## config.mk

```make
export PLATFORM = sky130hd
export DESIGN_NAME = jtag_tap_top
export DESIGN_NICKNAME = d
export VERILOG_FILES = /design/src/hdl/jtag_instr_pkg.sv /design/src/hdl/jtag_tap_pkg.sv /design/src/hdl/tap_ctrl_if.sv /design/src/hdl/id_bypass_regs.sv /design/src/hdl/instruction_register.sv /design/src/hdl/jtag_tap_top.sv /design/src/hdl/tap_state_machine.sv /design/src/hdl/tdo_output_mux.sv
export SDC_FILE = /design/constraint.sdc
export NUM_CORES = 1
export LEC_CHECK = 0
export BUFFER_PORTS_ARGS = -buffer_cell sky130_fd_sc_hd__buf_2
export CAP_MARGIN = 20
export CORE_MARGIN = 8
export CORE_UTILIZATION = 53
export DETAILED_ROUTE_END_ITERATION = 12
export PLACE_DENSITY_LB_ADDON = 0.3
export SLEW_MARGIN = 30
export SYNTH_ARGS = -nofsm -noshare
export SYNTH_HDL_FRONTEND = slang
export SYNTH_SLANG_ARGS = --single-unit
```

## constraint.sdc

```tcl
create_clock -name tck -period 1.68 [get_ports tck]
set_clock_uncertainty 0.1 [all_clocks]
set_input_delay 0.168 -clock tck [delete_from_list [all_inputs] [get_ports tck]]
set_output_delay 0.168 -clock tck [all_outputs]
set_load 0.02 [all_outputs]
```

## src/hdl/jtag_instr_pkg.sv

```systemverilog
// Device instruction set, IDCODE value and one-hot register select type
package jtag_instr_pkg;

   // Instruction register
   localparam int IR_LEN = 5;
   typedef logic [IR_LEN-1:0] ir_code_t;

   localparam ir_code_t IR_CAPTURE_VALUE  = 5'b00001;  // Loaded in capture_ir

   localparam ir_code_t INSTR_IDCODE      = 5'b00010;  // Default after reset
   localparam ir_code_t INSTR_SENS_CTRL   = 5'b00100;  // Sensor control DR
   localparam ir_code_t INSTR_REF_COUNTER = 5'b01000;  // Reference counter DR
   localparam ir_code_t INSTR_SENS_STAT   = 5'b01100;  // Sensor status DR
   localparam ir_code_t INSTR_BYPASS      = 5'b11111;

   // Device identification
   localparam int IDCODE_LEN = 32;
   typedef logic [IDCODE_LEN-1:0] idcode_t;
   localparam idcode_t IDCODE_VALUE = 32'hBA20A005;   // LSB must stay 1

   // One-hot data register select, bit positions
   localparam int SEL_IDCODE      = 0;
   localparam int SEL_BYPASS      = 1;
   localparam int SEL_SENS_CTRL   = 2;
   localparam int SEL_SENS_STAT   = 3;
   localparam int SEL_REF_COUNTER = 4;
   localparam int SEL_W           = 5;

   typedef logic [SEL_W-1:0] instr_sel_t;

endpackage

```

## src/hdl/jtag_tap_pkg.sv

```systemverilog
// TAP controller state encoding and state register width
package jtag_tap_pkg;

   ////////////////////////////////////////////////////////////////////
   // State register sizing
   ////////////////////////////////////////////////////////////////////

   localparam int TAP_NUM_STATES = 16;                      // IEEE 1149.1 state count
   localparam int TAP_STATE_W    = $clog2(TAP_NUM_STATES);  // 4 bits, fully packed

   ////////////////////////////////////////////////////////////////////
   // TAP states
   ////////////////////////////////////////////////////////////////////

   // DR column first, then IR column
   typedef enum logic [TAP_STATE_W-1:0] {
      test_logic_reset = 4'h0,  // Reset state, IDCODE active
      run_test_idle    = 4'h1,
      select_dr_scan   = 4'h2,
      capture_dr       = 4'h3,  // Parallel load of DR
      shift_dr         = 4'h4,  // Serial DR path tdi -> tdo
      exit1_dr         = 4'h5,
      pause_dr         = 4'h6,  // Shift held off
      exit2_dr         = 4'h7,
      update_dr        = 4'h8,
      select_ir_scan   = 4'h9,
      capture_ir       = 4'hA,  // Fixed pattern into IR
      shift_ir         = 4'hB,
      exit1_ir         = 4'hC,
      pause_ir         = 4'hD,
      exit2_ir         = 4'hE,
      update_ir        = 4'hF   // New instruction takes effect
   } tap_state_e;

endpackage

```

## src/hdl/tap_ctrl_if.sv

```systemverilog
// Decoded TAP state strobes with controller and consumer modports
`timescale 1ns/1ps

interface tap_ctrl_if;

   logic tlr;         // In test_logic_reset
   logic capture_dr;
   logic shift_dr;
   logic pause_dr;
   logic update_dr;
   logic capture_ir;
   logic shift_ir;
   logic update_ir;
   logic shift_any;   // Either shift state, drives TDO enable

   // State machine side
   modport ctrl (output tlr, capture_dr, shift_dr, pause_dr, update_dr,
                 capture_ir, shift_ir, update_ir, shift_any);

   // Instruction register
   modport ir   (input tlr, capture_ir, shift_ir, update_ir);

   // Internal data registers
   modport dr   (input capture_dr, shift_dr);

   // TDO stage
   modport out  (input shift_ir, shift_any);

endinterface

```

## src/hdl/id_bypass_regs.sv

```systemverilog
// Internal IDCODE and BYPASS data registers
`timescale 1ns/1ps

module id_bypass_regs (
   input  logic                       tck,
   input  logic                       trst_n,
   input  logic                       tdi_i,
   tap_ctrl_if.dr                     tap,
   input  jtag_instr_pkg::instr_sel_t instr_sel_i,
   output logic                       idcode_lsb_o,   // IDCODE scan-out
   output logic                       bypass_bit_o    // BYPASS scan-out
);

   localparam int ID_MSB = jtag_instr_pkg::IDCODE_LEN - 1;

   jtag_instr_pkg::idcode_t idcode_q;
   logic                    bypass_q;
   logic                    idcode_en;
   logic                    bypass_en;

   assign idcode_en = instr_sel_i[jtag_instr_pkg::SEL_IDCODE];
   assign bypass_en = instr_sel_i[jtag_instr_pkg::SEL_BYPASS];

   // IDCODE, shifts toward bit 0
   always_ff @(posedge tck or negedge trst_n)
   begin
      if (!trst_n)
      begin
         idcode_q <= '0;
      end
      else if (tap.capture_dr && idcode_en)
      begin
         idcode_q <= jtag_instr_pkg::IDCODE_VALUE;
      end
      else if (tap.shift_dr && idcode_en)
      begin
         idcode_q <= {tdi_i, idcode_q[ID_MSB:1]};
      end
   end

   // BYPASS, single stage
   always_ff @(posedge tck or negedge trst_n)
   begin
      if (!trst_n)
         bypass_q <= 1'b0;
      else if (tap.capture_dr && bypass_en)
         bypass_q <= 1'b0;              // Leading 0 marks bypass
      else if (tap.shift_dr && bypass_en)
         bypass_q <= tdi_i;
   end

   assign idcode_lsb_o = idcode_q[0];
   assign bypass_bit_o = bypass_q;

endmodule

```

## src/hdl/instruction_register.sv

```systemverilog
// Instruction shift stage, falling-edge active instruction and one-hot decode
`timescale 1ns/1ps

module instruction_register (
   input  logic                     tck,
   input  logic                     trst_n,
   input  logic                     tdi_i,
   tap_ctrl_if.ir                   tap,
   output jtag_instr_pkg::instr_sel_t instr_sel_o,  // Active data register
   output logic                     ir_lsb_o        // Scan-out bit during shift_ir
);

   localparam int IR_MSB = jtag_instr_pkg::IR_LEN - 1;

   jtag_instr_pkg::ir_code_t ir_shift_q;   // Capture/shift stage
   jtag_instr_pkg::ir_code_t ir_active_q;  // Current instruction
   logic                     tck_n;

   assign tck_n = ~tck;

   // Shift stage, tdi enters at the MSB
   always_ff @(posedge tck or negedge trst_n)
   begin
      if (!trst_n)
      begin
         ir_shift_q <= '0;
      end
      else if (tap.capture_ir)
      begin
         ir_shift_q <= jtag_instr_pkg::IR_CAPTURE_VALUE;  // Fixed 00001 for fault checks
      end
      else if (tap.shift_ir)
      begin
         ir_shift_q <= {tdi_i, ir_shift_q[IR_MSB:1]};
      end
   end

   assign ir_lsb_o = ir_shift_q[0];

   // Update on falling edge, half a cycle after the last shift
   always_ff @(posedge tck_n or negedge trst_n)
   begin
      if (!trst_n)
      begin
         ir_active_q <= jtag_instr_pkg::INSTR_IDCODE;
      end
      else if (tap.tlr)
      begin
         ir_active_q <= jtag_instr_pkg::INSTR_IDCODE;  // IDCODE whenever TAP is in reset
      end
      else if (tap.update_ir)
      begin
         ir_active_q <= ir_shift_q;
      end
   end

   // Instruction decode
   always_comb
   begin
      instr_sel_o = '0;
      case (ir_active_q)
         jtag_instr_pkg::INSTR_IDCODE      : instr_sel_o[jtag_instr_pkg::SEL_IDCODE]      = 1'b1;
         jtag_instr_pkg::INSTR_SENS_CTRL   : instr_sel_o[jtag_instr_pkg::SEL_SENS_CTRL]   = 1'b1;
         jtag_instr_pkg::INSTR_SENS_STAT   : instr_sel_o[jtag_instr_pkg::SEL_SENS_STAT]   = 1'b1;
         jtag_instr_pkg::INSTR_REF_COUNTER : instr_sel_o[jtag_instr_pkg::SEL_REF_COUNTER] = 1'b1;
         jtag_instr_pkg::INSTR_BYPASS      : instr_sel_o[jtag_instr_pkg::SEL_BYPASS]      = 1'b1;
         default                           : instr_sel_o[jtag_instr_pkg::SEL_BYPASS]      = 1'b1;
      endcase
   end

endmodule

```

## src/hdl/jtag_tap_top.sv

```systemverilog
// JTAG TAP top level with pad ports, sensor DR selects and DR strobes
`timescale 1ns/1ps

module jtag_tap_top (
   // Test port
   input  logic tck,
   input  logic trst_n,
   input  logic tms_i,
   input  logic tdi_i,
   output logic tdo_o,
   output logic tdo_en_n_o,           // Active low pad enable

   // Scan-out from external sensor DRs
   input  logic sens_ctrl_tdo_i,
   input  logic sens_stat_tdo_i,
   input  logic ref_counter_tdo_i,

   // DR state strobes for the external registers
   output logic capture_dr_o,
   output logic shift_dr_o,
   output logic pause_dr_o,
   output logic update_dr_o,

   // Register selects
   output logic idcode_select_o,
   output logic bypass_select_o,
   output logic sens_ctrl_select_o,
   output logic sens_stat_select_o,
   output logic ref_counter_select_o
);

   jtag_instr_pkg::instr_sel_t instr_sel;
   logic                       ir_lsb;
   logic                       idcode_lsb;
   logic                       bypass_bit;

   tap_ctrl_if tap_if ();

   ////////////////////////////////////////////////////////////////////
   // Controller, IR and internal DRs
   ////////////////////////////////////////////////////////////////////

   tap_state_machine tap_state_machine_inst (
      .tck    (tck),
      .trst_n (trst_n),
      .tms_i  (tms_i),
      .tap    (tap_if.ctrl)
   );

   instruction_register instruction_register_inst (
      .tck         (tck),
      .trst_n      (trst_n),
      .tdi_i       (tdi_i),
      .tap         (tap_if.ir),
      .instr_sel_o (instr_sel),
      .ir_lsb_o    (ir_lsb)
   );

   id_bypass_regs id_bypass_regs_inst (
      .tck          (tck),
      .trst_n       (trst_n),
      .tdi_i        (tdi_i),
      .tap          (tap_if.dr),
      .instr_sel_i  (instr_sel),
      .idcode_lsb_o (idcode_lsb),
      .bypass_bit_o (bypass_bit)
   );

   tdo_output_mux tdo_output_mux_inst (
      .tck               (tck),
      .trst_n            (trst_n),
      .tap               (tap_if.out),
      .instr_sel_i       (instr_sel),
      .ir_lsb_i          (ir_lsb),
      .idcode_lsb_i      (idcode_lsb),
      .bypass_bit_i      (bypass_bit),
      .sens_ctrl_tdo_i   (sens_ctrl_tdo_i),
      .sens_stat_tdo_i   (sens_stat_tdo_i),
      .ref_counter_tdo_i (ref_counter_tdo_i),
      .tdo_o             (tdo_o),
      .tdo_en_n_o        (tdo_en_n_o)
   );

   // DR strobes out to the pads
   assign capture_dr_o = tap_if.capture_dr;
   assign shift_dr_o   = tap_if.shift_dr;
   assign pause_dr_o   = tap_if.pause_dr;
   assign update_dr_o  = tap_if.update_dr;

   // One-hot select spread onto ports
   assign idcode_select_o      = instr_sel[jtag_instr_pkg::SEL_IDCODE];
   assign bypass_select_o      = instr_sel[jtag_instr_pkg::SEL_BYPASS];
   assign sens_ctrl_select_o   = instr_sel[jtag_instr_pkg::SEL_SENS_CTRL];
   assign sens_stat_select_o   = instr_sel[jtag_instr_pkg::SEL_SENS_STAT];
   assign ref_counter_select_o = instr_sel[jtag_instr_pkg::SEL_REF_COUNTER];

endmodule

```

## src/hdl/tap_state_machine.sv

```systemverilog
// TAP controller with next-state table, state register and state strobes
`timescale 1ns/1ps

module tap_state_machine (
   input  logic            tck,
   input  logic            trst_n,
   input  logic            tms_i,     // Sampled on rising tck
   tap_ctrl_if.ctrl        tap
);

   jtag_tap_pkg::tap_state_e state_q;
   jtag_tap_pkg::tap_state_e state_d;

   //////////////////////////////////////////////////////////////////////
   // State register
   //////////////////////////////////////////////////////////////////////

   always_ff @(posedge tck or negedge trst_n)
   begin
      if (!trst_n)
      begin
         state_q <= jtag_tap_pkg::test_logic_reset;
      end
      else
      begin
         state_q <= state_d;
      end
   end

   //////////////////////////////////////////////////////////////////////
   // Next state, standard 1149.1 transitions
   //////////////////////////////////////////////////////////////////////

   always_comb
   begin
      case (state_q)
         // tms high holds reset, low goes to idle
         jtag_tap_pkg::test_logic_reset :
            state_d = tms_i ? jtag_tap_pkg::test_logic_reset : jtag_tap_pkg::run_test_idle;
         jtag_tap_pkg::run_test_idle :
            state_d = tms_i ? jtag_tap_pkg::select_dr_scan : jtag_tap_pkg::run_test_idle;

         // DR column
         jtag_tap_pkg::select_dr_scan :
            state_d = tms_i ? jtag_tap_pkg::select_ir_scan : jtag_tap_pkg::capture_dr;
         jtag_tap_pkg::capture_dr :
            state_d = tms_i ? jtag_tap_pkg::exit1_dr : jtag_tap_pkg::shift_dr;
         jtag_tap_pkg::shift_dr :
            state_d = tms_i ? jtag_tap_pkg::exit1_dr : jtag_tap_pkg::shift_dr;
         jtag_tap_pkg::exit1_dr :
            state_d = tms_i ? jtag_tap_pkg::update_dr : jtag_tap_pkg::pause_dr;
         jtag_tap_pkg::pause_dr :
            state_d = tms_i ? jtag_tap_pkg::exit2_dr : jtag_tap_pkg::pause_dr;
         jtag_tap_pkg::exit2_dr :
            state_d = tms_i ? jtag_tap_pkg::update_dr : jtag_tap_pkg::shift_dr;
         jtag_tap_pkg::update_dr :
            state_d = tms_i ? jtag_tap_pkg::select_dr_scan : jtag_tap_pkg::run_test_idle;

         // IR column
         jtag_tap_pkg::select_ir_scan :
            state_d = tms_i ? jtag_tap_pkg::test_logic_reset : jtag_tap_pkg::capture_ir;
         jtag_tap_pkg::capture_ir :
            state_d = tms_i ? jtag_tap_pkg::exit1_ir : jtag_tap_pkg::shift_ir;
         jtag_tap_pkg::shift_ir :
            state_d = tms_i ? jtag_tap_pkg::exit1_ir : jtag_tap_pkg::shift_ir;
         jtag_tap_pkg::exit1_ir :
            state_d = tms_i ? jtag_tap_pkg::update_ir : jtag_tap_pkg::pause_ir;
         jtag_tap_pkg::pause_ir :
            state_d = tms_i ? jtag_tap_pkg::exit2_ir : jtag_tap_pkg::pause_ir;
         jtag_tap_pkg::exit2_ir :
            state_d = tms_i ? jtag_tap_pkg::update_ir : jtag_tap_pkg::shift_ir;
         jtag_tap_pkg::update_ir :
            state_d = tms_i ? jtag_tap_pkg::select_dr_scan : jtag_tap_pkg::run_test_idle;

         default : state_d = jtag_tap_pkg::test_logic_reset;  // Illegal code recovers
      endcase
   end

   // Strobes straight from the state register, same cycle as state
   assign tap.tlr        = (state_q == jtag_tap_pkg::test_logic_reset);
   assign tap.capture_dr = (state_q == jtag_tap_pkg::capture_dr);
   assign tap.shift_dr   = (state_q == jtag_tap_pkg::shift_dr);
   assign tap.pause_dr   = (state_q == jtag_tap_pkg::pause_dr);
   assign tap.update_dr  = (state_q == jtag_tap_pkg::update_dr);
   assign tap.capture_ir = (state_q == jtag_tap_pkg::capture_ir);
   assign tap.shift_ir   = (state_q == jtag_tap_pkg::shift_ir);
   assign tap.update_ir  = (state_q == jtag_tap_pkg::update_ir);
   assign tap.shift_any  = (state_q == jtag_tap_pkg::shift_dr) ||
                           (state_q == jtag_tap_pkg::shift_ir);

endmodule

```

## src/hdl/tdo_output_mux.sv

```systemverilog
// Scan-out select, falling-edge TDO register and active-low TDO enable
`timescale 1ns/1ps

module tdo_output_mux (
   input  logic                       tck,
   input  logic                       trst_n,
   tap_ctrl_if.out                    tap,
   input  jtag_instr_pkg::instr_sel_t instr_sel_i,
   input  logic                       ir_lsb_i,
   input  logic                       idcode_lsb_i,
   input  logic                       bypass_bit_i,
   input  logic                       sens_ctrl_tdo_i,    // External sensor DRs
   input  logic                       sens_stat_tdo_i,
   input  logic                       ref_counter_tdo_i,
   output logic                       tdo_o,
   output logic                       tdo_en_n_o
);

   logic dr_bit;     // Selected DR scan bit
   logic scan_bit;
   logic tck_n;
   logic tdo_q;

   assign tck_n = ~tck;

   // One-hot AND-OR, exactly one select is set
   assign dr_bit = (instr_sel_i[jtag_instr_pkg::SEL_IDCODE]      & idcode_lsb_i)    |
                   (instr_sel_i[jtag_instr_pkg::SEL_BYPASS]      & bypass_bit_i)    |
                   (instr_sel_i[jtag_instr_pkg::SEL_SENS_CTRL]   & sens_ctrl_tdo_i) |
                   (instr_sel_i[jtag_instr_pkg::SEL_SENS_STAT]   & sens_stat_tdo_i) |
                   (instr_sel_i[jtag_instr_pkg::SEL_REF_COUNTER] & ref_counter_tdo_i);

   assign scan_bit = tap.shift_ir ? ir_lsb_i : dr_bit;  // IR path wins in shift_ir

   // TDO changes on falling tck, stable at the next rising edge
   always_ff @(posedge tck_n or negedge trst_n)
   begin
      if (!trst_n)
         tdo_q <= 1'b0;
      else
         tdo_q <= scan_bit;
   end

   assign tdo_o      = tdo_q;
   assign tdo_en_n_o = ~tap.shift_any;  // Pad driven only while shifting

endmodule

```

==> summary.txt <==
Placement
  – Gp weighted congestion: 0.803
  – Inst Count DP: 352
  – Dpl hpwl: 3450 um
  – # port buffers: 17
  – Placed inst area: ~0.0027 mm^2

Die
  – FP Rows: 24
  – I/O pins: 18
  – Die X: a little over 80 um
  – Die Area: between 0.006 and 0.007 mm^2
  – Die height: 82.2 um
  – Initial Util: 0.541
  – CORE AREA: around 0.0043 mm^2

Job
  – Max cap viols: 0

Route
  – Residual DRC count: 0
  – Routed length per instance: approximately 24 um
  – Routed wire length: 9780 um
  – Vias per cell: 6.41
  – DR vias: approximately 2600
  – Final ANT Viol Nets: 0
  – DR iter-0 viols: roughly 390
  – Drt pass-1 iters: 6

GRT
  – Antenna violations before repair: 0
  – First-pass GRT wire length: roughly 13000 um
  – Largest net degree at the start of global routing: 28
  – Grt ovf: 0
  – Global Route Usage Sum: 0.253
  – Vias in the first global route: 2469

Yosys
  – Synth area leader: dfrtp_1
  – Yosys reg bits: 48
  – Gate Count Post-Synth: 267
  – Sequential-to-total area share from yosys stat: 0.517
  – Syn Nets: 274
  – Synth warnings: 0
  – Mapped Avg Cell Area: 8.71 um^2
  – Async SR Flop Fraction: 1.00
  – Ys flop type: dfrtp_1
  – Synth top area share: 0.452
  – Mapped cell area: 0.00232 mm^2
  – Yosys cell types: 39
  – Synth area leaders: dfrtp_1, nand2_1, o21ai_1
  – EDFF count, synth: 0

Clock network
  – CTS Buf Count: 5
  – CTS H-tree depth: 2
  – Clock transition at path regs: ~0.11 ns
  – Clock buffer depth: 2
  – Clock Root Buffer: clkbuf_8
  – Clk_lat worst skew: 0.39 ns
  – CTS Sinks: between 40 and 50
  – CTS tree: yes

Run status
  – Status: complete, but fails checks
  – Violated checks: negative setup slack

Setup path
  – Worst path max stage delay: 0.45 ns
  – Critical path class: reg2reg
  – CP startpoint kind: register
  – FF-to-FF setup slack: -0.96 ns
  – R2R Path End: id_bypass_regs_inst.idcode_q[1]
  – Reg2reg start: instruction_register_inst.ir_active_q[0]
  – CP max-delay cell: dfrtn_1
  – Worst Path Arrival: 2.73 ns
  – CP endpoint kind: register
  – CP Cell Sequence: nor3_4 -> buf_6 -> o2111ai_4 -> buf_8 -> buf_16 -> nand2_2 -> o21ai_1
  – R2r worst-path depth: 7
  – CP required: 1.77 ns
  – CP Max Fanout: 7

Final layout
  – Most frequent cells in the layout: buf_4, dfrtp_1, nand2_1, buf_6, o21ai_2
  – Finished Cell Area: around 0.0038 mm^2
  – Layout Cells excl Fill: 402
  – Most common cell after layout, fill and taps aside: buf_4
  – Layout area overhead: 63.9%
  – Final Core Density: 0.887
  – # diodes: 0
  – Net count, final: ~360
  – Share of cells above drive strength 1: 0.546

Power and ir drop
  – PD cells: approximately 2100 mW/mm^2
  – Leakage: 1.76 nW
  – Peak VDD IR: 0.00134 V

Timing
  – Final Hold Viols: 0
  – Sum Neg Setup Slack: -39.09 ns
  – Least-Margin Pin Slew: 0.422 ns
  – Rel. slew slack: 0.718
  – Pins over their slew limit: 0
  – Setup-failing EPs final: 57
  – Final setup margin: -0.960 ns
  – RSZ-0062 raised after global routing: yes

Min path
  – Hold Crit Start: tdi_i
  – Hold crit path type: in2reg
  – Hold EP: id_bypass_regs_inst.bypass_bit_o
  – Hold path depth: 3
-- metal layers --
metal | part of all wire | track usage
met5 | 0 | 0
met3 | 0.081 | 0.0530
met4 | 0.069 | 0.100
met1 | 0.37 | 0.302
met2 | 0.48 | 0.433
-- worst max-delay path: cells and delay by family (launching register included) --
kind,cells,cell delay (ns)
AO/OA/AOI/OAI,2,0.29
buffers and inverters,3,0.52
flip-flops,1,0.45
AND/OR/NAND/NOR,2,0.31
-- cell type report --
cell class	instances	area [um^2]
clock inverter	4	46.3
multi-input combinational	191	1360
clock buffer	5	68.8
tap	52	65.1
timing repair buffer	96	1030
fill	153	484
sequential	48	1200
inverter	6	30.0
-- sequential cells by signal, summed over array words and instances, names as in the netlist --
name,cells
tdo_output_mux_inst.tdo_o,1
id_bypass_regs_inst.bypass_bit_o,1
instruction_register_inst.ir_shift_q,5
id_bypass_regs_inst.idcode_q,32
instruction_register_inst.ir_active_q,5
tap_state_machine_inst.state_q,4
-- per-stage QoR --
step	hold slack [ns]	power, mW	setup slack [ns]
6_report	0.0765	8.08	-0.960
5_1_grt	0.0943	8.39	-0.973
3_5_place_dp	-0.0611	4.22	-0.609
3_3_place_gp	-0.0598	4.16	-0.559
4_1_cts	0.0381	6.78	-0.807
2_1_floorplan	-0.228	3.57	-0.611
-- worst max path at each step --
stage | startpoint | to | slack [ns]
floorplan | instruction_register_inst.ir_active_q[3] | id_bypass_regs_inst.bypass_bit_o | -0.61
global placement | instruction_register_inst.ir_active_q[1] | id_bypass_regs_inst.idcode_q[6] | -0.56
detailed placement | instruction_register_inst.ir_active_q[1] | id_bypass_regs_inst.idcode_q[2] | -0.61
CTS | instruction_register_inst.ir_active_q[2] | bypass_select_o | -0.81
global route | instruction_register_inst.ir_active_q[1] | id_bypass_regs_inst.idcode_q[1] | -0.97
finish | instruction_register_inst.ir_active_q[0] | id_bypass_regs_inst.idcode_q[1] | -0.96
-- repair_timing --
action,in CTS,in global routing
hold endpoints to repair,42,0
endpoints found under the setup margin,50,53
pin swaps,21,22
resized for setup,96,56
gates cloned,6,2
hold buffers,1,0
buffers inserted,22,12
-- cell families after synthesis --
kind of cell | share of synthesized area
buffers and inverters | 0.0673
muxes | 0.00861
DFF | 0.517
AOI/OAI and AO/OA | 0.166
and+or+nand+nor | 0.237
xor gates and xnor gates | 0.00377
-- cell usage after synthesis (3+ instances only) --
cell	number
nand2_1	72
dfrtp_1	42
o21ai_1	31
nor2_1	21
o21ai_0	9
buf_2	8
a21oi_1	7
clkbuf_1	6
inv_1	6
dfrtn_1	5
nand2b_1	5
nand3_1	5
nor2b_1	5
o22ai_1	5
buf_6	4
buf_4	3
nor3_1	3
o211ai_1	3
or3_1	3
-- report_power, final --
| group | total [mW] | internal (mW) | leakage, nW | switching [mW] |
|---|---|---|---|---|
| clock | 0.885 | 0.444 | 0.0595 | 0.441 |
| sequential | 1.98 | 1.56 | 0.643 | 0.423 |
| combinational | 5.21 | 2.62 | 1.06 | 2.60 |
No activity file was read; power rests on OpenSTA's default activity.
